<file path="src/axi_ram_cfg.svh">
`ifndef AXI_RAM_CFG_SVH
`define AXI_RAM_CFG_SVH

// bus widths in bits
`define AXI_RAM_DW 32
`define AXI_RAM_AW 32

// first byte address of the window
`define AXI_RAM_BASE 'h1000

// memory depth in words
`define AXI_RAM_WORDS 256

// response codes on bresp / rresp
`define AXI_RAM_RESP_OKAY   2'd0
`define AXI_RAM_RESP_SLVERR 2'd2  // write refused
`define AXI_RAM_RESP_DECERR 2'd3  // outside the window

`endif

</file>
<file path="src/axi_lite_pkg.sv">
`default_nettype none

`include "axi_ram_cfg.svh"

package axi_lite_pkg;

  // byte address as seen on awaddr / araddr
  typedef logic [`AXI_RAM_AW-1:0] addr_t;

  // one data beat
  typedef logic [`AXI_RAM_DW-1:0] data_t;

  typedef logic [`AXI_RAM_DW/8-1:0] strb_t;  // one bit per byte lane

  typedef logic [1:0] resp_t;  // OKAY / SLVERR / DECERR

endpackage

`default_nettype wire

</file>
<file path="src/axi_resp_unit.sv">
`default_nettype none

`include "axi_ram_cfg.svh"

module axi_resp_unit (
  input  logic                clk_i,
  input  logic                arst_ni,
  input  logic                resp_start_i,
  input  logic                resp_is_read_i,
  input  axi_lite_pkg::resp_t resp_code_i,
  input  axi_lite_pkg::data_t mem_rdata_i,
  input  logic                bready_i,
  input  logic                rready_i,
  output logic                bvalid_o,
  output axi_lite_pkg::resp_t bresp_o,
  output logic                rvalid_o,
  output axi_lite_pkg::data_t rdata_o,
  output axi_lite_pkg::resp_t rresp_o,
  output logic                resp_done_o
);

  logic                bvalid_q;
  logic                rvalid_q;
  axi_lite_pkg::resp_t bresp_q;
  axi_lite_pkg::resp_t rresp_q;
  logic                b_hs;
  logic                r_hs;
  logic                rd_ok;

  assign b_hs = bvalid_q && bready_i;
  assign r_hs = rvalid_q && rready_i;

  // valids: set on start, cleared by the handshake
  always_ff @(posedge clk_i or negedge arst_ni) begin
    if (!arst_ni) begin
      bvalid_q <= 1'b0;
      rvalid_q <= 1'b0;
    end else begin
      if (resp_start_i && !resp_is_read_i) begin
        bvalid_q <= 1'b1;
      end else if (b_hs) begin
        bvalid_q <= 1'b0;
      end
      if (resp_start_i && resp_is_read_i) begin
        rvalid_q <= 1'b1;
      end else if (r_hs) begin
        rvalid_q <= 1'b0;
      end
    end
  end

  always_ff @(posedge clk_i) begin
    if (resp_start_i) begin
      if (resp_is_read_i) begin
        rresp_q <= resp_code_i;
      end else begin
        bresp_q <= resp_code_i;
      end
    end
  end

  assign bvalid_o = bvalid_q;
  assign bresp_o  = bresp_q;
  assign rvalid_o = rvalid_q;
  assign rresp_o  = rresp_q;

  // The array's read register is loaded at the same edge as rresp_q and stays
  // put until the next memory command, which cannot come before resp_done.
  assign rd_ok   = rvalid_q && (rresp_q == `AXI_RAM_RESP_OKAY);
  assign rdata_o = rd_ok ? mem_rdata_i : '0;  // zero on errors

  assign resp_done_o = b_hs || r_hs;

endmodule

`default_nettype wire

</file>
<file path="config.mk">
export PLATFORM = sky130hd
export DESIGN_NAME = axi_resp_unit
export DESIGN_NICKNAME = d
export VERILOG_FILES = /design/src/axi_lite_pkg.sv /design/src/axi_resp_unit.sv
export VERILOG_INCLUDE_DIRS = /design/src
export SDC_FILE = /design/constraint.sdc
export NUM_CORES = 1
export LEC_CHECK = 0
export BUFFER_PORTS_ARGS = -buffer_cell sky130_fd_sc_hd__buf_2
export CAP_MARGIN = 20
export CORE_MARGIN = 2
export CORE_UTILIZATION = 27
export DETAILED_ROUTE_END_ITERATION = 6
export PLACE_DENSITY = 0.79
export SYNTH_ARGS = -nofsm -noshare
export SYNTH_HDL_FRONTEND = slang
export SYNTH_SLANG_ARGS = --single-unit
</file>
<file path="constraint.sdc">
create_clock -name clk_i -period 1.4 [get_ports clk_i]
set_input_delay 0.28 -clock clk_i [delete_from_list [all_inputs] [get_ports clk_i]]
set_output_delay 0.28 -clock clk_i [all_outputs]
set_load 0.01 [all_outputs]
</file>
### Word level (Yosys, flattened, before mapping)

Cells that the tools add are included.

* input bits: 40
* register bits after elaboration: 6

* reduce and logical (&&, ||, !) cells: 12
* bitwise operators: 1
* mux-type cells: 5

Operators with widths (number)
* 32-bit two-way mux: 1
* 1-bit logical AND: 5
* 1-bit two-way mux: 4
* 2-bit AND reduction: 2
* 2-bit nonzero test: 2
* 2-bit logical NOT: 1
* 1-bit logical NOT: 1
* 1-bit logical OR: 1
* 1-bit NOT: 1

### Depth between registers and ports, before layout

Gate-level depths: netlist (run 1).

* depth after elaboration: 3
* depth in mapped cells: 3
* mapped depth without buffers: 2

### Least setup slack after synthesis (run 1)

OpenSTA, ideal clock, no wires.

* path kind: register to output
* from: register rresp_q[1] (netlist: rresp_o[1])
* to: output port rdata_o[0]
* setup slack: 0.160 ns
* required time: 1.120 ns
* buffers on the path: 1
* arrival time: 0.960 ns
* cell stages (with the launch flop): 4
* path through: edfxtp_1 nor2_4 buf_6 and3_1

* cells in the longest elaborated chain, start to end: 3

RTL lines
* start, declared: line axi_resp_unit.sv:25 `axi_lite_pkg::resp_t rresp_q;`
* start signal, assigned: line axi_resp_unit.sv:55 `rresp_q <= resp_code_i;`
* 2-bit logical NOT (no line)
* 1-bit logical AND: line axi_resp_unit.sv:69 `` assign rd_ok = rvalid_q && (rresp_q == `AXI_RAM_RESP_OKAY); ``
* 32-bit two-way mux: line axi_resp_unit.sv:70 `assign rdata_o = rd_ok ? mem_rdata_i : '0;`
* end, declared: line axi_resp_unit.sv:17 `output axi_lite_pkg::data_t rdata_o,`

Every way passes these cells.

### Worst setup path in the final report (run 1)

* from: register rresp_q[1] (netlist: rresp_o[1])
* to: output port rdata_o[13]

The elaborated chain is that of the path after synthesis.

==> results of run 1 <==
-- Yosys cell counts --
cell,instances,area (um2)
and2_1,1,6.26
a21o_1,2,15.0
buf_6,3,33.8
buf_2,3,15.0
and3_1,30,188
nor2b_1,1,6.26
nor2_4,1,11.3
inv_1,2,7.51
edfxtp_1,4,120
dfrtp_1,2,50.1
a22o_1,1,8.76
and3_2,2,15.0
-- through the flow --
| step | power, mW | cells | hold slack (ps) |
|---|---|---|---|
| 2_1_floorplan | 0.309 | 52 | -15.6 |
| 3_3_place_gp | 0.400 | 145 | 65.6 |
| 3_5_place_dp | 0.407 | 145 | 68.5 |
| 4_1_cts | 0.587 | 150 | 211 |
| 5_1_grt | 0.625 | 150 | 215 |
| 6_report | 0.584 | 150 | 221 |
-- metal layers --
layer  up-vias  track usage, %
met3         0            1.98
li1        350               -
met1       310            14.2
met5         -               0
met4         0            5.14
met2        33            30.6
-- layout make-up --
cell class / instances / area (um2)
fillers: 164 / 759
flip-flops and latches: 6 / 170
multi-input cells: 38 / 250
inverters: 2 / 7.51
repair buffers: 83 / 454
clock buffers: 4 / 26.3
well taps: 17 / 21.3
-- flip-flops by register name, summed over array words and instances (netlist names) --
register  flops
bresp_o       2
rresp_o       2
bvalid_o      1
rvalid_o      1
-- kinds of logic (layout without fill, tap and decap cells) --
family / Yosys count / in the layout / synth area share, %
AO/OA/AOI/OAI: 3 / 3 / 4.99
buffers and inverters: 8 / 89 / 11.8
flip-flops: 6 / 6 / 35.7
AND/OR/NAND/NOR: 35 / 35 / 47.5
-- power groups by stage --
stage	Sequential (mW)	Clock [mW]	Combinational, mW
floorplan	0.224	0	0.0853
global placement	0.218	0	0.182
detailed placement	0.219	0	0.188
CTS	0.216	0.179	0.192
global route	0.218	0.189	0.219
finish	0.216	0.171	0.197
-- layout by cell type, fill, tap and decap left out --
master	Yosys	final
clkbuf_1	0	1
and2_1	1	1
and3_2	2	2
dfrtp_1	2	2
and3_1	30	30
a21o_1	2	2
buf_8	0	1
buf_2	3	76
a22o_1	1	1
dlygate4sd3_1	0	1
nor2_4	1	1
buf_6	3	3
inv_1	2	2
buf_4	0	2
nor2b_1	1	1
clkbuf_4	0	3
edfxtp_1	4	4
-- worst max-delay path, delay by kind of cell (launching register included) --
kind | cells | cell delay (ps)
buffers and inverters | 2 | 270
DFF | 1 | 410
and+or+nand+nor | 2 | 310
-- timing repair --
item	4_1_cts	5_1_grt
resized for setup	1	4
hold buffers	1	0
endpoints found under the hold margin	2	0
setup endpoints to repair	32	32
buffers inserted	0	0
-- final timing paths --
check,start,endpoint,slack [ps],cells after the start
max,rresp_o[1],rdata_o[13],-130,4
min,resp_code_i[0],bresp_o[0],220,1
max reg2reg,rvalid_o,rvalid_o,660,1
min reg2reg,bvalid_o,bvalid_o,540,1
max in group asynchronous,arst_ni,bvalid_o,950,2
min in group asynchronous,arst_ni,rvalid_o,360,2
==> results.py, run 1 <==
metrics = {
    "outcome": {
        "status": "complete, but fails checks",
        "violations": "setup timing",
    },
    "worst_setup_path": {
        "required_ps": 1120,
        "setup.worst_path.start_class": "flop",
        "worstSetupPathType": "flop to primary output",
        "cp_cell_sequence": "nor2_4, buf_8, and3_1, buf_2",
        "slowest_stage": "edfxtp_1",
        "cp.arrival_ps": 1250,
        "worstPathMaxFanout": 19,
        "critPathMaxStageDelay_ps": 410,
        "worst_setup_path_end_kind": "primary output",
    },
    "drt": {
        "wl_per_cell_um": 10.9,
        "drtIter0Drc": 8,
        "vias_per_cell": 4.62,
        "dr_total_vias": 693,
        "drtAntennaViolNets": 0,
        "routed_wl_um": 1630,
        "drc": 0,
        "wl_met1_um": 530,
        "wl_met3_um": 130,
        "wl_met2_um": 973,
        "top_layer": "met3",
        "firstDrtPassIters": 5,
    },
    "power_and_ir_drop": {
        "ir_worst_vdd_v": 0.000460,
        "comb_power_share_pct": 33.8,
        "p_sw_share_pct": 28.2,
        "pwr-share-clk_pct": 29.3,
        "p_int_mw": 0.419,
        "power_leakage_nw": 0.687,
        "switching_power_mw": 0.165,
        "seqPwrFrac_pct": 36.9,
        "power_density_nw_per_um2": 628,
    },
    "timing": {
        "tightest_slew_ps": 281,
        "relSlewSlack_pct": 81.2,
        "rsz0062_at_grt": "yes",
        "fin_skew_ps": 0,
        "fmaxAchievable_mhz": 655,
        "finalSetupViolCount": 32,
        "fin_crit_sh_pct": 109,
        "hold_viol": 0,
        "layout_setup_ws_ps": -126,
        "finalMaxSlewViolations": 0,
        "finalSetupTns_ps": -3520,
        "period_needed_ps": 1530,
    },
    "yosys": {
        "syn_inst": 52,
        "syn-cell-area_um2": 477,
        "synth_cell_types": 12,
        "syn_area_per_cell_um2": 9.17,
        "synth_seq_area_share_pct": 35.7,
        "synth-seq-cells": 6,
        "synth.net_count": 92,
        "yosysWarnings": 0,
    },
    "place": {
        "gp_congestion": 0.673,
        "dpl_cell_area_um2": 870,
        "dp_hpwl_um": 1370,
        "pre_cts_ws_ps": 106,
        "io_buffers": 78,
    },
    "clocking": {
        "clk_pin_slew_ps": 50,
        "htreeDepth": 1,
        "cts_root_buffer": "clkbuf_4",
        "cts_buffer_depth": 2,
        "cts_tree": "done",
        "clk_latency_ps": 240,
        "numCtsBuffers": 3,
        "clock_sinks": 6,
    },
    "die": {
        "rows": 15,
        "start_util_pct": 28.2,
        "die_height_um": 46.0,
        "ios": 79,
        "die_area_um2": 2120,
        "fp.dieW_um": 46.0,
        "coreArea_um2": 1690,
    },
    "finish": {
        "final_nets": 174,
        "drive_above_1_share_pct": 66.2,
        "finalInstanceArea_um2": 930,
        "post-route-util_pct": 55.0,
        "diodes": 0,
        "area_growth_pct": 95.0,
    },
    "global_routing": {
        "grt_usage_pct": 14.8,
        "grt_pass1_vias": 606,
        "grt_pass1_wl_um": 2320,
        "grt.overflow.total": 0,
        "antenna_found_initial": 0,
        "grt_max_degree": 20,
    },
    "run": {
        "drv_cap": 0,
    },
    "hold_path": {
        "hp-class": "primary input to flop",
    },
}
No activity file was read; power rests on OpenSTA's default activity.
==> run 2: changes to the inputs <==
--- a/config.mk
+++ b/config.mk
@@ -12,6 +12,7 @@
 export CORE_UTILIZATION = 27
 export DETAILED_ROUTE_END_ITERATION = 6
 export PLACE_DENSITY = 0.79
+export SETUP_SLACK_MARGIN = 0.4
 export SYNTH_ARGS = -nofsm -noshare
 export SYNTH_HDL_FRONTEND = slang
 export SYNTH_SLANG_ARGS = --single-unit
==> run 2 against run 1 <==
Against the previous run:
- the flow still finishes with violations (setup timing)
- clock power increased by 4%
- combinational power grew 10%
- sequential cell count is the same
- first-iteration DRC count is 63% lower
- critical path depth stayed put
- non-clock buffer count grew 2
- cell count grew 1.3%
- routed wire length increased by 4.2%
- clock skew unchanged
- setup slack lost 17 ps
- global-route usage grew 0.22 points
==> results.py, run 2 (same netlist as run 1, synthesis figures left out) <==
metrics = {
    "drt": {
        "wl_per_cell_um": 11.2,
        "vias_per_cell": 4.63,
        "drtAntennaViolNets": 0,
        "firstDrtPassIters": 3,
        "dr_total_vias": 703,
        "drc": 0,
        "drtIter0Drc": 3,
        "routed_wl_um": 1700,
    },
    "outcome": {
        "violations": "setup timing",
        "status": "complete, but fails checks",
    },
    "worst_setup_path": {
        "path_buf_inv": 2,
        "r2r_cells": 2,
        "r2r-end": "rvalid_o",
        "required_ps": 1120,
        "worst_setup_path_end_kind": "primary output",
        "cp_cell_sequence": "nor2_4, buf_6, and3_2, buf_6",
        "cp_top_family": "flip-flops",
        "slowest_stage": "edfxtp_1",
        "crit_top_cell": "buf_6",
        "timing.rr.start": "rvalid_o",
        "setup.worst_path.start_class": "flop",
        "critPathMaxStageDelay_ps": 420,
        "cp.arrival_ps": 1260,
        "regToRegSetupSlack_ps": 460,
        "worstPathMaxFanout": 13,
        "worstSetupPathType": "flop to primary output",
    },
    "timing": {
        "period_needed_ps": 1540,
        "hold_viol": 0,
        "tightest_slew_ps": 262,
        "fin_crit_sh_pct": 110,
        "hold_slack_ps": 220,
        "fmaxAchievable_mhz": 648,
        "fin_skew_ps": 0,
        "finalSetupViolCount": 33,
        "relSlewSlack_pct": 82.5,
        "rsz0062_at_grt": "yes",
        "layout_setup_ws_ps": -143,
        "finalMaxSlewViolations": 0,
    },
    "clocking": {
        "cts_root_buffer": "clkbuf_4",
        "cts_tree": "done",
        "clk_pin_slew_ps": 50,
        "clk_latency_ps": 240,
        "clock_sinks": 6,
        "numCtsBuffers": 3,
        "cts_buffer_depth": 2,
        "htreeDepth": 1,
    },
    "finish": {
        "area_growth_pct": 104,
        "diodes": 0,
        "fill_cells": 157,
        "final_nets": 176,
        "drive_above_1_share_pct": 68.1,
        "mostFrequentLayoutCell": "buf_2",
        "mostFrequentLayoutCells": "75 x buf_2, 29 x and3_1, 6 x buf_6",
    },
    "global_routing": {
        "grt_pass1_vias": 603,
        "grt_pass1_wl_um": 2290,
        "antenna_found_initial": 0,
        "grt.overflow.total": 0,
        "grt_max_degree": 20,
        "grt_usage_pct": 15.0,
    },
    "hold_path": {
        "hold_end": "bresp_o[0]",
        "min_from": "resp_code_i[0]",
        "hold_depth": 1,
        "hp-class": "primary input to flop",
    },
    "run": {
        "drv_cap": 0,
    },
    "die": {
        "ios": 79,
        "start_util_pct": 28.2,
        "fp.dieW_um": 46.0,
        "coreArea_um2": 1690,
        "die_height_um": 46.0,
        "die_area_um2": 2120,
        "rows": 15,
    },
    "place": {
        "dp_hpwl_um": 1280,
        "io_buffers": 78,
        "gp_congestion": 0.691,
    },
    "power_and_ir_drop": {
        "power_leakage_nw": 0.699,
        "power_mw": 0.612,
        "ir_worst_vdd_v": 0.000477,
        "power_density_nw_per_um2": 628,
    },
}
run 2: changes by cell type in the layout (fill, tap and decap cells not counted), sizes merged:
cell  delta
buf      +2
run 2: how the worst max path moves through the flow:
stage | start | endpoint | slack (ps) | cells after the start
CTS | rresp_o[1] | rdata_o[22] | -160 | 4
global placement | rresp_o[1] | rdata_o[14] | 130 | 4
floorplan | rresp_o[1] | rdata_o[0] | 160 | 3
finish | rresp_o[0] | rdata_o[29] | -140 | 4
detailed placement | rresp_o[1] | rdata_o[31] | 100 | 4
global route | rresp_o[0] | rdata_o[8] | -210 | 4
run 2: layer usage:
metal	up-vias	GRT usage, %	part of all wire [%]
met3	2	2.38	6.2
li1	356	-	-
met5	-	0	0
met1	312	14.6	33
met2	33	29.7	60
met4	0	6.86	0.35
run 2: area by class of cell:
cell class / instances / area, um2 / share of cell area, %
inverter: 2 / 7.51 / 0.770
clock buffer: 4 / 26.3 / 2.70
sequential: 6 / 174 / 17.8
multi-input combinational: 38 / 255 / 26.2
timing repair buffer: 85 / 490 / 50.3
tap: 17 / 21.3 / 2.18
run 2: power by group:
part / internal [mW] / switching (mW)
combinational: 0.121 / 0.0958
clock: 0.108 / 0.0698
sequential: 0.206 / 0.0106
total: 0.436 / 0.176
run 2: stage by stage:
stage                     util [%]  worst slack, ps  cell area, um2  cells  TNS, ps
after floorplan                  -              160             484     52        0
after global placement        50.7              134             856    143        0
after detailed placement      50.7             98.4             856    143        0
after CTS                     55.3             -164             933    152    -4550
after global routing          57.7             -213             975    152    -6390
final                         57.7             -143             975    152    -4190
run 2: repair_timing:
| action | CTS | global route |
|---|---|---|
| gates resized for setup | 4 | 8 |
| hold endpoints to repair | 2 | 0 |
| hold buffers | 1 | 0 |
| pin swaps | 0 | 1 |
| endpoints found under the setup margin | 39 | 39 |
| gates cloned | 1 | 0 |
| setup buffers | 3 | 0 |
