`src/axi_ram_cfg.svh`:
```
`ifndef AXI_RAM_CFG_SVH
`define AXI_RAM_CFG_SVH

// bus widths in bits
`define AXI_RAM_DW 32
`define AXI_RAM_AW 32

// first byte address of the window
`define AXI_RAM_BASE 'h1000

// memory depth in words
`define AXI_RAM_WORDS 256

// response codes on bresp / rresp
`define AXI_RAM_RESP_OKAY   2'd0
`define AXI_RAM_RESP_SLVERR 2'd2  // write refused
`define AXI_RAM_RESP_DECERR 2'd3  // outside the window

`endif

```
`src/axi_lite_pkg.sv`:
```
`default_nettype none

`include "axi_ram_cfg.svh"

package axi_lite_pkg;

  // byte address as seen on awaddr / araddr
  typedef logic [`AXI_RAM_AW-1:0] addr_t;

  // one data beat
  typedef logic [`AXI_RAM_DW-1:0] data_t;

  typedef logic [`AXI_RAM_DW/8-1:0] strb_t;  // one bit per byte lane

  typedef logic [1:0] resp_t;  // OKAY / SLVERR / DECERR

endpackage

`default_nettype wire

```
`src/ram_pkg.sv`:
```
`default_nettype none

`include "axi_ram_cfg.svh"

package ram_pkg;

  typedef logic [$clog2(`AXI_RAM_WORDS)-1:0] word_addr_t;  // word index into the array

  typedef logic [`AXI_RAM_DW/8-1:0] byte_en_t;

  // one transaction at a time
  typedef enum logic [1:0] {
    IDLE,
    MEM_ACCESS,  // command on the memory port, response unit loads
    RESP_WAIT    // waiting for the B or R handshake
  } arb_state_e;

endpackage

`default_nettype wire

```
`src/axi_req_arbiter.sv`:
```
`default_nettype none

`include "axi_ram_cfg.svh"

module axi_req_arbiter #(
  parameter bit ALLOW_WRITES = 1'b1
) (
  input  logic                     clk_i,
  input  logic                     arst_ni,
  input  logic                     awvalid_i,
  input  axi_lite_pkg::addr_t      awaddr_i,
  input  logic                     wvalid_i,
  input  axi_lite_pkg::data_t      wdata_i,
  input  axi_lite_pkg::strb_t      wstrb_i,
  input  logic                     arvalid_i,
  input  axi_lite_pkg::addr_t      araddr_i,
  output logic                     awready_o,
  output logic                     wready_o,
  output logic                     arready_o,
  output logic                     mem_req_o,
  output logic                     mem_we_o,
  output ram_pkg::word_addr_t      mem_addr_o,
  output axi_lite_pkg::data_t      mem_wdata_o,
  output ram_pkg::byte_en_t        mem_be_o,
  output logic                     resp_start_o,
  output logic                     resp_is_read_o,
  output axi_lite_pkg::resp_t      resp_code_o,
  input  logic                     resp_done_i
);

  localparam int unsigned WordLsb   = $clog2(`AXI_RAM_DW / 8);
  localparam int unsigned WordAw    = $bits(ram_pkg::word_addr_t);
  localparam int unsigned SpanBytes = `AXI_RAM_WORDS * (`AXI_RAM_DW / 8);

  localparam axi_lite_pkg::addr_t Base = axi_lite_pkg::addr_t'(`AXI_RAM_BASE);

  ram_pkg::arb_state_e state_q, state_d;

  logic last_rd_q;  // kind served last, for alternation
  logic wr_pend;
  logic rd_pend;
  logic grant_wr;
  logic grant_rd;

  axi_lite_pkg::addr_t req_addr;
  axi_lite_pkg::addr_t offset;
  logic                in_range;
  axi_lite_pkg::resp_t code_d;

  logic                is_rd_q;
  axi_lite_pkg::resp_t code_q;
  ram_pkg::word_addr_t addr_q;
  axi_lite_pkg::data_t wdata_q;
  ram_pkg::byte_en_t   be_q;

  // a write needs both address and data
  assign wr_pend = awvalid_i && wvalid_i;
  assign rd_pend = arvalid_i;

  always_comb begin
    grant_wr = 1'b0;
    grant_rd = 1'b0;
    if (state_q == ram_pkg::IDLE) begin
      grant_wr = wr_pend && (!rd_pend || last_rd_q);
      grant_rd = rd_pend && !grant_wr;
    end
  end

  assign awready_o = grant_wr;
  assign wready_o  = grant_wr;
  assign arready_o = grant_rd;

  // address decode against the window
  assign req_addr = grant_wr ? awaddr_i : araddr_i;
  assign offset   = req_addr - Base;
  assign in_range = (req_addr >= Base) && (offset < SpanBytes);

  always_comb begin
    if (!in_range) begin
      code_d = `AXI_RAM_RESP_DECERR;
    end else if (grant_wr && !ALLOW_WRITES) begin
      code_d = `AXI_RAM_RESP_SLVERR;
    end else begin
      code_d = `AXI_RAM_RESP_OKAY;
    end
  end

  always_comb begin
    state_d = state_q;
    case (state_q)
      ram_pkg::IDLE:       if (grant_wr || grant_rd) state_d = ram_pkg::MEM_ACCESS;
      ram_pkg::MEM_ACCESS: state_d = ram_pkg::RESP_WAIT;
      ram_pkg::RESP_WAIT:  if (resp_done_i) state_d = ram_pkg::IDLE;
      default:             state_d = ram_pkg::IDLE;
    endcase
  end

  always_ff @(posedge clk_i or negedge arst_ni) begin
    if (!arst_ni) begin
      state_q   <= ram_pkg::IDLE;
      last_rd_q <= 1'b1;  // first tie goes to the write
      is_rd_q   <= 1'b0;
      code_q    <= `AXI_RAM_RESP_OKAY;
    end else begin
      state_q <= state_d;
      if (grant_wr || grant_rd) begin
        last_rd_q <= grant_rd;
        is_rd_q   <= grant_rd;
        code_q    <= code_d;
      end
    end
  end

  always_ff @(posedge clk_i) begin
    if (grant_wr || grant_rd) begin
      addr_q  <= offset[WordLsb +: WordAw];
      wdata_q <= wdata_i;
      be_q    <= wstrb_i;
    end
  end

  // refused and out-of-range accesses never reach the array
  assign mem_req_o   = (state_q == ram_pkg::MEM_ACCESS) && (code_q == `AXI_RAM_RESP_OKAY);
  assign mem_we_o    = !is_rd_q;
  assign mem_addr_o  = addr_q;
  assign mem_wdata_o = wdata_q;
  assign mem_be_o    = be_q;

  assign resp_start_o   = (state_q == ram_pkg::MEM_ACCESS);
  assign resp_is_read_o = is_rd_q;
  assign resp_code_o    = code_q;

endmodule

`default_nettype wire

```
`config.mk`:
```
export PLATFORM = sky130hd
export DESIGN_NAME = axi_req_arbiter
export DESIGN_NICKNAME = d
export VERILOG_FILES = /design/src/axi_lite_pkg.sv /design/src/ram_pkg.sv /design/src/axi_req_arbiter.sv
export VERILOG_INCLUDE_DIRS = /design/src
export SDC_FILE = /design/constraint.sdc
export NUM_CORES = 1
export LEC_CHECK = 0
export ABC_AREA = 1
export BUFFER_PORTS_ARGS = -buffer_cell sky130_fd_sc_hd__buf_2
export CAP_MARGIN = 15
export CORE_ASPECT_RATIO = 0.7
export CORE_UTILIZATION = 40
export DETAILED_ROUTE_END_ITERATION = 10
export PLACE_DENSITY = 0.76
export RECOVER_POWER = 100
export SYNTH_ARGS = -nofsm -noshare
export SYNTH_HDL_FRONTEND = slang
export SYNTH_SLANG_ARGS = --single-unit
```
`constraint.sdc`:
```
create_clock -name clk_i -period 5.1 [get_ports clk_i]
set_input_delay 0.51 -clock clk_i [delete_from_list [all_inputs] [get_ports clk_i]]
set_output_delay 0.51 -clock clk_i [all_outputs]
set_load 0.03 [all_outputs]
```
# ---- Word-level counts from Yosys, hierarchy flattened
# Index checks and enable logic that the tools add are counted.
dict set report totals {
  regBits 50
  in_bits 106
  out_inout_bits 53
  word_cells 34
}
dict set report classes {
  addsub 1
  n_lt_le_gt_ge 2
  n_eq_ne 4
  muxes 7
  n_reduce_logical 13
}
# op n
set ops {}
lappend ops {{$ge 32x13->1 const B} 1}
lappend ops {{$lt 32x11->1 const B} 1}
lappend ops {{$mux 32} 1}
lappend ops {{$sub 32x13->32 const B} 1}
lappend ops {{$mux 2} 3}
lappend ops {{$pmux 2 s3} 1}
lappend ops {{$logic_and 1x1->1} 5}
lappend ops {{$logic_not 2->1} 2}
lappend ops {{$logic_not 1->1} 3}
lappend ops {{$eq 2x1->1 const B} 1}
lappend ops {{$eq 2x2->1 const B} 1}
lappend ops {{$logic_or 1x1->1} 2}
lappend ops {{$mux 1} 2}
lappend ops {{$ne 2x1->1 const B} 1}
lappend ops {{$ne 2x2->1 const B} 1}
lappend ops {{$reduce_and 2->1} 1}

# ---- Depth between registers and ports, before layout
# Gate-level depths: netlist of the first run.
dict set report depth {
  depth_word 9
  depth_mapped 17
  ltp_nobuf 16
}

# ---- Worst setup path before layout of the first run
# OpenSTA, ideal clock, no wires.
dict set report synth_timing {
  path_kind {register to register}
  startpoint {reg last_rd_q}
  endpoint {reg code_q[0] (netlist: resp_code_o[0])}
  setup_ns 0.123
  arrival_time_ns 2.283
  required_time_ns 4.977
  slack_ns 2.694
  path_stages_with_launch 16
  path_buffers 2
  period_less_slack_ns 2.406
  cell_sequence {dfstp_2 inv_1 nand2_2 nand3_4 buf_6 buf_6 nand2_2 nand2_1 nor2_1 nand3_1 nor2_1 nand2_1 nor2_1 nand2_1 nor2_1 nor2_1}
}
dict set report synth_via {
  elab_chain_cells 8
  elab_cells_between_ends 13
  cone_classes {add/sub (1); order compare (2); mux (4); reduce/logical (6)}
}
# element line_no
set synth_lines {}
lappend synth_lines {{start, declared} axi_req_arbiter.sv:39} ;# logic last_rd_q;
lappend synth_lines {{start signal, assigned} axi_req_arbiter.sv:107} ;# last_rd_q <= grant_rd;
lappend synth_lines {{$logic_or 1x1->1 *} axi_req_arbiter.sv:64} ;# grant_wr = wr_pend && (!rd_pend || last_rd_q);
lappend synth_lines {{$logic_and 1x1->1 *} axi_req_arbiter.sv:64}
lappend synth_lines {{$mux 1} axi_req_arbiter.sv:63} ;# if (state_q == ram_pkg::IDLE) begin
lappend synth_lines {{$mux 32} axi_req_arbiter.sv:74} ;# assign req_addr = grant_wr ? awaddr_i : araddr_i;
lappend synth_lines {{$sub 32x13->32} axi_req_arbiter.sv:75} ;# assign offset = req_addr - Base;
lappend synth_lines {{$lt 32x11->1} axi_req_arbiter.sv:76} ;# assign in_range = (req_addr >= Base) && (offset < SpanBytes);
lappend synth_lines {{$logic_and 1x1->1} axi_req_arbiter.sv:76}
lappend synth_lines {{$mux 2} axi_req_arbiter.sv:79} ;# if (!in_range) begin
lappend synth_lines {{end signal, assigned} axi_req_arbiter.sv:103} ;# code_q <= `AXI_RAM_RESP_OKAY;
lappend synth_lines {{end signal, assigned} axi_req_arbiter.sv:109} ;# code_q <= code_d;
lappend synth_lines {{end, declared} axi_req_arbiter.sv:51} ;# axi_lite_pkg::resp_t code_q;
# Mark *: on every way between the ends. The rest lies on a longest branch, timed or not.
# A chain may end at the register's enable or synchronous reset.

# ---- Worst setup path in the final report of the first run
dict set report layout_timing {
  startpoint {reg state_q[1]}
  endpoint {reg code_q[0] (netlist: resp_code_o[0])}
}
dict set report layout_via {
  elab_chain_cells 7
  elab_cells_between_ends 10
  cone_classes {add/sub (1); order compare (2); mux (4); reduce/logical (3)}
}
# element line_no
set layout_lines {}
lappend layout_lines {{start, declared} axi_req_arbiter.sv:37} ;# ram_pkg::arb_state_e state_q, state_d;
lappend layout_lines {{start signal, assigned} axi_req_arbiter.sv:100} ;# state_q <= ram_pkg::IDLE;
lappend layout_lines {{start signal, assigned} axi_req_arbiter.sv:105} ;# state_q <= state_d;
lappend layout_lines {{$logic_not 2->1 *} axi_req_arbiter.sv:63}
lappend layout_lines {{$mux 1} axi_req_arbiter.sv:63}
lappend layout_lines {{$mux 32} axi_req_arbiter.sv:74}
lappend layout_lines {{$sub 32x13->32} axi_req_arbiter.sv:75}
lappend layout_lines {{$lt 32x11->1} axi_req_arbiter.sv:76}
lappend layout_lines {{$logic_and 1x1->1} axi_req_arbiter.sv:76}
lappend layout_lines {{$mux 2} axi_req_arbiter.sv:79}
# Marked as above.

==> results of run 1 <==
## cells in the final DEF, fill, tap and decap left out, drive strengths merged
master,synthesis,layout
a21oi,2,2
o21a,2,2
nand3,11,11
dfrtp,4,4
dfstp,1,1
nand4,16,16
mux2i,1,1
inv,46,47
o21bai,1,1
nor3,1,1
nand2,117,117
o21ai,9,9
clkbuf,1,60
clkinv,0,1
buf,9,102
edfxtp,44,44
nor2,36,36
## stage by stage
| step | util | worst slack (ns) | cells | cell area (µm²) |
|---|---|---|---|---|
| detailed placement | 0.566 | 2.19 | 522 | 3360 |
| floorplan | - | 2.69 | 301 | 2550 |
| global route | 0.568 | 1.26 | 530 | 3360 |
| CTS | 0.581 | 2.25 | 530 | 3440 |
| global placement | 0.566 | 2.28 | 522 | 3360 |
| finish | 0.568 | 1.66 | 530 | 3360 |
## logic make-up (layout without fill, tap and decap cells)
| group | Yosys count | after routing | share of synthesized area |
|---|---|---|---|
| and+or+nand+nor | 181 | 181 | 0.301 |
| buffers and inverters | 56 | 210 | 0.0948 |
| DFF | 49 | 49 | 0.568 |
| AOI/OAI and AO/OA | 14 | 14 | 0.0319 |
| muxes | 1 | 1 | 0.00393 |
## power by group through the flow
| stage | clock network (W) | registers [W] | logic, W |
|---|---|---|---|
| global placement | 0 | 0.000620 | 0.000618 |
| detailed placement | 0 | 0.000626 | 0.000629 |
| global route | 0.000245 | 0.000627 | 0.000646 |
| floorplan | 0 | 0.000815 | 0.000256 |
| finish | 0.000223 | 0.000615 | 0.000594 |
| CTS | 0.000230 | 0.000617 | 0.000630 |
## flip-flops by register name (all words and copies together), names as in the netlist
name	count
state_q	2
mem_be_o	4
mem_wdata_o	32
resp_is_read_o	1
last_rd_q	1
resp_code_o	1
mem_addr_o	8
## routing by layer
layer  vias to the layer above  wire [µm]  global-route usage
met5                         -          0                   0
met4                         0         61              0.0496
met3                         6        483              0.0363
met2                       109       3150               0.312
met1                      1093       2930               0.250
li1                       1262          -                   -
## final cells by class
| cell class | count | area [µm²] |
|---|---|---|
| Clock buffer | 6 | 72.6 |
| Sequential cell | 49 | 1450 |
| Fill cell | 592 | 2560 |
| Timing Repair Buffer | 156 | 716 |
| Multi-Input combinational cell | 196 | 848 |
| Inverter | 46 | 173 |
| Tap cell | 75 | 93.8 |
| Clock inverter | 2 | 13.8 |
## worst min path at each step
stage / end / start / cells after the start / slack, ns
floorplan: resp_code_o[0] / arst_ni / 0 / 0.21
global placement: state_q[1] / arst_ni / 1 / 0.33
detailed placement: state_q[1] / arst_ni / 1 / 0.33
CTS: state_q[1] / arst_ni / 1 / 0.003
global route: state_q[1] / arst_ni / 1 / 0.06
finish: state_q[1] / arst_ni / 1 / 0.05
==> qor.txt, run 1 <==
Post-synth top cells: 114 x nand2_1, 45 x inv_1, 44 x edfxtp_1, 33 x nor2_1, 16 x nand4_1
Worst setup SP type: flop
R2R cell count: 13
Reg clk slew, reported paths: 0.09 ns
post-layout min period: 3.44 ns
Synth Flop Type: edfxtp_1
Leak: 1.68 nW
fin crit share: 0.674
Mean Syn Cell Area: 8.46 µm²
Iteration-0 DRC Markers: 138
Most Frequent Cell on Critical Path: nor2_1
Bufs on Longest Clock Path: 2
CTS tree: built
Critical Path, Cell by Cell: nor2_1 > nand3_4 > nand2_1 > buf_4 > nand2_1 > nor2_1 > nand3_1 > nor2_1 > nand2_1 > nor2_1 > nand2_1 > nor2_1 > nor2_1
Hold-fix buffers, CTS: 0
sequential cell area fraction in the yosys report: 0.568
Internal: 0.000807 W
Core Area: 5930 µm²
vias in the first global route: 2056
Comb power frac: 0.415
Finish-stage setup viols: 0
Power, Total: 0.00143 W
Final Hold Viols: 0
Crit path arrival time: 3.63 ns
antenna violations before repair: 0
top area cells in the synthesized netlist: edfxtp_1 52%, nand2_1 17%, inv_1 6.6%
mapped cell area: 2550 µm²
CP startpoint: state_q[1]
hold_ws: 0.0493 ns
Initial Utilization: 0.430
Yosys top cell by area: edfxtp_1
vias per cell: 4.66
area grow syn2layout: 32.1%
Critical R2R Launch: state_q[1]
max_cap viols: 0
Worst EP required: 5.29 ns
GRT overflow: 0
internal reg-to-reg setup slack: 1.66 ns
cell with the most instances after synthesis: nand2_1
number of synthesized flops with an enable pin: 44
Final Wtd Congestion: 0.840
crit-path leading delay family: simple AND/OR/NAND/NOR gates
FMAX: 0.291 GHz
switch share: 0.436
switching pwr: 0.000625 W
Detail Placement HPWL: 5220 µm
Detail Route Antenna Nets: 0
full die area: 6700 µm²
CTS H-tree depth: 2
n_diodes: 0
syn nets: 407
instance count on the critical path: 13
Worst Hold Class: in2async
Worst VDD drop: 0.134 mV
Unique masters post-synth: 25
largest net degree at the start of global routing: 47
Overall Global Routing Usage: 0.186
clk_skew: 0.00780 ns
DIE HEIGHT: 68.8 µm
Max-slew headroom: 0.212
Worst Setup EP: resp_code_o[0]
worst stage delay on the critical path: 0.91 ns
Slew @ Worst Pin: 1.18 ns
Post-synth ARST share: 0.102
pwr dens: 426 nW/µm²
Rows: 23
CP Class: reg2reg
top cell type's share of synthesized area: 0.519
#FFs+latches synth: 49
1st-pass router iterations: 4
RR Endpoint: resp_code_o[0]
CP Capture Type: flop
WL final: 6630 µm
YS warnings: 0
Slowest cell on crit path: nor2_1
Sink Count: 49
status: finished, final reports clean
cts bufs inserted: 5
fin. max-slew vios: 0
Cells after Synth: 301
die width: 97.4 µm
Post-CTS Setup Bufs: 0
Root Driver: clkbuf_8
DR WL/cell: 12.5 µm
clk_lat worst skew: 0.30 ns
Ports: 159
Clock power frac: 0.156
cts repair resizes: 0
DRC viols: 0
first-pass GRT wire length: 9640 µm
critical-path maximum fanout: 46
Nets: 560
Setup TNS: 0 ns
layout cells sized above 1: 0.257
Seq pwr share: 0.429
unrepaired setup endpoints after global routing: no
CP bufs+invs: 1
vias: 2470
port bufs: 154
No activity file was read; power rests on OpenSTA's default activity.
==> run 2: changes to the inputs <==
--- a/config.mk
+++ b/config.mk
@@ -6,13 +6,13 @@
 export SDC_FILE = /design/constraint.sdc
 export NUM_CORES = 1
 export LEC_CHECK = 0
-export ABC_AREA = 1
+export ABC_AREA = 0
 export BUFFER_PORTS_ARGS = -buffer_cell sky130_fd_sc_hd__buf_2
 export CAP_MARGIN = 15
 export CORE_ASPECT_RATIO = 0.7
-export CORE_UTILIZATION = 40
+export CORE_UTILIZATION = 37
 export DETAILED_ROUTE_END_ITERATION = 10
-export PLACE_DENSITY = 0.76
+export PLACE_DENSITY = 0.79
 export RECOVER_POWER = 100
 export SYNTH_ARGS = -nofsm -noshare
 export SYNTH_HDL_FRONTEND = slang
==> constraint.sdc (replaced) <==
create_clock -name clk_i -period 3.35 [get_ports clk_i]
set_input_delay 0.335 -clock clk_i [delete_from_list [all_inputs] [get_ports clk_i]]
set_output_delay 0.335 -clock clk_i [all_outputs]
set_load 0.03 [all_outputs]
==> run 2 against run 1 <==
Synthesized area fell by 28%. Cell count fell by 37%. Die area is 22% lower. Routed wire length fell by 37%. Clock skew up 0.0030 ns. Non-clock buffer count up 1. Critical path type unchanged. Largest power group unchanged. Highest routed layer unchanged.
==> qor.txt, run 2 <==
status: finished, final reports clean
fin. max-slew vios: 0 (unchanged)
Root Driver: clkbuf_8
Iteration-0 DRC Markers: 59 (-57%)
Ports: 159 (unchanged)
mapped cell area: 1830 µm² (-28%)
Detail Route Antenna Nets: 0 (unchanged)
largest net degree at the start of global routing: 45 (-4.3%)
hold_ws: 0.203 ns (+0.153 ns)
Post-Layout Inst Area: 2730 µm² (-19%)
cts repair resizes: 0 (unchanged)
fin crit share: 0.664 (-0.0104)
Mean Syn Cell Area: 18.0 µm² (+110%)
syn nets: 208 (-49%)
Worst setup SP type: flop
Finish-stage setup viols: 0 (unchanged)
Sink Count: 49 (unchanged)
DIE HEIGHT: 60.9 µm (-11%)
most frequent cells in the layout: 100 x buf_2, 54 x clkbuf_1, 44 x edfxtp_1, 9 x nor2_1, 8 x nor4_1
Post-synth ARST share: 0.102 (unchanged)
cell with the most instances after synthesis: edfxtp_1
cts bufs inserted: 5 (unchanged)
Nets: 369 (-34%)
Crit path arrival time: 2.15 ns (-1.48 ns)
Power, Total: 0.00201 W (+41%)
CP startpoint: last_rd_q
YS warnings: 0 (unchanged)
unrepaired setup endpoints after global routing: no
Area after DPL: 2680 µm² (-20%)
Rows: 21 (-8.7%)
number of flip-flops in the largest register: 32 (unchanged)
Worst Hold Class: in2reg
Worst VDD drop: 0.384 mV (+190%)
Post-CTS Setup Bufs: 0 (unchanged)
layout cells sized above 1: 0.455 (+0.197)
Setup TNS: 0 ns (unchanged)
Slew @ Worst Pin: 1.00 ns (-0.173 ns)
GRT overflow: 0 (unchanged)
CTS H-tree depth: 2 (unchanged)
vias per cell: 4.36 (-6.5%)
DR WL/cell: 12.5 µm (-0.27%)
#FFs+latches synth: 49 (unchanged)
pwr dens: 738 nW/µm² (+73%)
Bufs on Longest Clock Path: 2 (unchanged)
area grow syn2layout: 48.8%
CTS tree: built
Worst EP required: 3.27 ns (-2.02 ns)
beginning of the worst hold path: wdata_i[4]
Unique masters post-synth: 24 (-4.0%)
Synth Flop Type: edfxtp_1
first-pass GRT wire length: 5630 µm (-42%)
Initial Utilization: 0.384 (-0.0461)
DRC viols: 0 (unchanged)
vias in the first global route: 1227 (-40%)
post-layout min period: 2.22 ns (-1.21 ns)
full die area: 5250 µm² (-22%)
Yosys top cell by area: edfxtp_1
CP Capture Type: flop
vias: 1451 (-41%)
Critical R2R Launch: last_rd_q
Max-slew headroom: 0.331 (+0.118)
Post-synth top cells: 44 x edfxtp_1, 9 x nor2_1, 8 x nor4_1, 5 x mux2_2
Final Hold Viols: 0 (unchanged)
n_diodes: 0 (unchanged)
Final Wtd Congestion: 0.807 (-3.9%)
antenna violations before repair: 0 (unchanged)
Hold-fix buffers, CTS: 1 (+1)
1st-pass router iterations: 4 (unchanged)
clk_lat worst skew: 0.30 ns (about the same)
Core Area: 4780 µm² (-19%)
most common cell after layout, fill and taps aside: buf_2
Cells after Synth: 102 (-66%)
CP Class: reg2reg
clk_skew: 0.0108 ns (+0.00301 ns)
critical-path maximum fanout: 44 (-4.3%)
Post-Place Cells: 324 (-38%)
FMAX: 0.450 GHz (+55%)
Overall Global Routing Usage: 0.146 (-0.0398)
sequential cell area fraction in the yosys report: 0.789 (+0.221)
WL final: 4160 µm (-37%)
number of synthesized flops with an enable pin: 44 (unchanged)
die width: 86.2 µm (-12%)
top cell type's share of synthesized area: 0.720 (+0.202)
Reg clk slew, reported paths: 0.09 ns (about the same)
port bufs: 154 (unchanged)
Leak: 1.12 nW (-34%)
Detail Placement HPWL: 3270 µm (-37%)
final cell count without fillers: 333 (-37%)
max_cap viols: 0 (unchanged)
top area cells in the synthesized netlist: edfxtp_1 72%, dfrtp_1 5.5%, mux2_2 3.1%
## run 2: cell families (layout without fill, tap and decap cells)
kind of cell           after synthesis  after routing  synth area share
multiplexers                         8              8            0.0491
buffers and inverters                5            167            0.0184
AND/OR/NAND/NOR                     37             37             0.130
XOR/XNOR                             2              2           0.00955
flip-flops                          49             49             0.789
AO/OA/AOI/OAI                        1              1           0.00409
## run 2: through the flow
step / util / worst slack, ns
floorplan: - / 0.803
global placement: 0.560 / 1.14
detailed placement: 0.560 / 1.12
CTS: 0.586 / 1.12
global route: 0.571 / 0.957
finish: 0.571 / 1.13
## run 2: path summary, 6_finish.rpt
path | endpoint | cells past startpoint | slack, ns
hold / removal | mem_wdata_o[4] | 1 | 0.20
min in group asynchronous | state_q[1] | 2 | 0.43
setup / recovery | mem_be_o[3] | 4 | 1.13
max in group asynchronous | last_rd_q | 2 | 2.66
hold reg to reg | last_rd_q | 2 | 0.52
setup reg to reg | mem_be_o[3] | 4 | 1.13
## run 2: per-layer routing
metal	vias up	routed length (µm)	global-route usage
met2	65	2200	0.271
li1	711	-	-
met1	669	1660	0.164
met3	6	249	0.0354
met5	-	0	0
met4	0	52	0.0643
## run 2: area by class of cell
class / instances / area, µm²
Inverter: 2 / 7.51
Tap cell: 69 / 86.3
Fill cell: 442 / 2050
Sequential cell: 49 / 1450
Timing Repair Buffer: 157 / 728
Clock buffer: 5 / 68.8
Multi-Input combinational cell: 48 / 347
Clock inverter: 3 / 43.8
## run 2: where the power goes
part           total, W  switching (W)  internal [W]
logic          0.000660       0.000510      0.000150
clock network  0.000414       0.000190      0.000224
registers      0.000941      0.0000586      0.000882
## run 2: critical path, stage by stage (launching register included)
cell,delay (ns)
dfstp_1,0.54
nor2b_1,0.08
nor4_4,0.12
buf_4,0.27
or2_2,0.82
==> run 3: changes to the inputs <==
==> constraint.sdc (replaced) <==
create_clock -name clk_i -period 2.28 [get_ports clk_i]
set_input_delay 0.228 -clock clk_i [delete_from_list [all_inputs] [get_ports clk_i]]
set_output_delay 0.228 -clock clk_i [all_outputs]
set_load 0.03 [all_outputs]
==> run 3 against run 2 <==
Register-to-register slack lost 0.88 ns. Sequential power grew 47%. Critical path depth is the same. Routed wire length shrank 1.2%. Clock skew shrank 0.0045 ns. Global-route usage shrank 0.23 points. Design area shrank 0.32%. Maximum frequency grew 9.4%. Setup slack lost 0.88 ns. Sequential cell count is the same. Critical path type unchanged. Critical endpoint is now mem_wdata_o[15]. Largest power group unchanged. Highest routed layer unchanged.
==> qor.txt, run 3 (same netlist as run 2, synthesis figures left out) <==
CP Class: reg2reg
Leak: 1.11 nW (-0.53%)
Core Area: 4780 µm² (unchanged)
CTS tree: built
vias: 1463 (+0.83%)
Critical R2R Launch: last_rd_q
clk_skew: 0.00628 ns (-0.00453 ns)
Worst setup SP type: flop
Rows: 21 (unchanged)
port bufs: 154 (unchanged)
layout cells sized above 1: 0.464 (+0.00961)
full die area: 5250 µm² (unchanged)
clk_lat worst skew: 0.30 ns (about the same)
Worst Setup EP: mem_wdata_o[15]
number of flip-flops in the largest register: 32 (unchanged)
FMAX: 0.492 GHz (+9.4%)
fin. max-slew vios: 0 (unchanged)
DR WL/cell: 12.3 µm (-1.5%)
vias in the first global route: 1228 (+0.081%)
most frequent cells in the layout: 100 x buf_2, 52 x clkbuf_1, 44 x edfxtp_1, 9 x nor2_1, 8 x nor4_1
Worst Hold Class: in2reg
fin crit share: 0.892 (+0.228)
Ports: 159 (unchanged)
RR Endpoint: mem_wdata_o[15]
cts bufs inserted: 5 (unchanged)
Setup TNS: 0 ns (unchanged)
Root Driver: clkbuf_8
Worst EP required: 2.22 ns (-1.05 ns)
most common cell after layout, fill and taps aside: buf_2
Final Wtd Congestion: 0.745 (-7.7%)
Final Hold Viols: 0 (unchanged)
CP startpoint: last_rd_q
Initial Utilization: 0.384 (unchanged)
first-pass GRT wire length: 5530 µm (-1.8%)
internal reg-to-reg setup slack: 0.25 ns (-0.88 ns)
status: finished, final reports clean
Max-slew headroom: 0.617 (+0.286)
Iteration-0 DRC Markers: 34 (-42%)
Crit path arrival time: 1.98 ns (-0.17 ns)
largest net degree at the start of global routing: 45 (unchanged)
GRT overflow: 0 (unchanged)
die width: 86.2 µm (unchanged)
Finish-stage setup viols: 0 (unchanged)
pwr dens: 1060 nW/µm² (+43%)
cts repair resizes: 0 (unchanged)
Sink Count: 49 (unchanged)
Slew @ Worst Pin: 0.574 ns (-0.430 ns)
CTS H-tree depth: 2 (unchanged)
Post-CTS Setup Bufs: 0 (unchanged)
Nets: 370 (+0.27%)
CP Capture Type: flop
1st-pass router iterations: 5 (+1)
vias per cell: 4.38 (+0.53%)
area grow syn2layout: 48.3%
Worst VDD drop: 0.459 mV (+20%)
critical-path maximum fanout: 44 (unchanged)
DRC viols: 0 (unchanged)
Overall Global Routing Usage: 0.143 (-0.00235)
WL final: 4110 µm (-1.2%)
post-layout util: 0.569 (-0.00183)
DIE HEIGHT: 60.9 µm (unchanged)
n_diodes: 0 (unchanged)
R2R cell count: 4 (unchanged)
unrepaired setup endpoints after global routing: no
max_cap viols: 0 (unchanged)
post-layout min period: 2.03 ns (-0.191 ns)
Reg clk slew, reported paths: 0.09 ns (about the same)
Detail Route Antenna Nets: 0 (unchanged)
antenna violations before repair: 0 (unchanged)
Bufs on Longest Clock Path: 2 (unchanged)
[run 3: cell types whose count changed in the layout (fill, tap and decap cells not counted), sizes merged]
cell / delta
buf: +1
bufinv: -1
clkinv: -1
clkinvlp: +2
[run 3: timing repair]
| action | 4_1_cts | 5_1_grt |
|---|---|---|
| endpoints found under the setup margin | 0 | 0 |
| hold buffers | 1 | 0 |
| endpoints found under the hold margin | 5 | 0 |
[run 3: how the worst min path moves through the flow]
stage / from / to / slack, ns / depth (start not counted)
4_1_cts: wdata_i[19] / mem_wdata_o[19] / 0.08 / 1
6_report: wdata_i[19] / mem_wdata_o[19] / 0.1 / 1
2_1_floorplan: arst_ni / resp_code_o[0] / -0.07 / 0
3_5_place_dp: arst_ni / state_q[0] / 0.05 / 1
5_1_grt: wdata_i[6] / mem_wdata_o[6] / 0.07 / 1
3_3_place_gp: arst_ni / state_q[1] / 0.04 / 1
[run 3: layout make-up]
type	instances	area (µm²)
Fill cell	449	2060
Sequential cell	49	1450
Timing Repair Buffer	158	737
Multi-Input combinational cell	48	347
Tap cell	69	86.3
Clock buffer	5	68.8
Clock inverter	3	26.3
Inverter	2	7.51
[run 3: metal layers]
layer | up-vias | global-route usage | share of wire
met2 | 68 | 0.268 | 0.53
met5 | - | 0 | 0
met3 | 9 | 0.0435 | 0.068
li1 | 714 | - | -
met1 | 672 | 0.155 | 0.38
met4 | 0 | 0.0619 | 0.015
[run 3: critical path, stage by stage, from the launching register on]
cell and delay (ns):
dfstp_2 0.54, nor2b_1 0.07, nor4_4 0.37, or2_2 0.19
clkbuf_4 0.50
[run 3: per-stage QoR]
step / area [µm²] / std cells / hold WS (ns) / setup slack [ns] / total power, W
6_report: 2720 / 334 / 0.0950 / 0.247 / 0.00288
5_1_grt: 2720 / 334 / 0.0749 / 0.143 / 0.00302
4_1_cts: 2810 / 334 / 0.0810 / 0.269 / 0.00299
3_5_place_dp: 2700 / 325 / 0.0504 / 0.476 / 0.00246
3_3_place_gp: 2700 / 325 / 0.0448 / 0.486 / 0.00244
2_1_floorplan: 1830 / 102 / -0.0676 / 0.162 / 0.00208
[run 3: report_power, final]
part           total (W)  switching, W  leakage (nW)  internal, W
clock           0.000521      0.000297        0.0423     0.000223
combinational   0.000978      0.000749         0.594     0.000229
sequential       0.00138     0.0000827         0.473      0.00129
total            0.00288       0.00113          1.11      0.00175
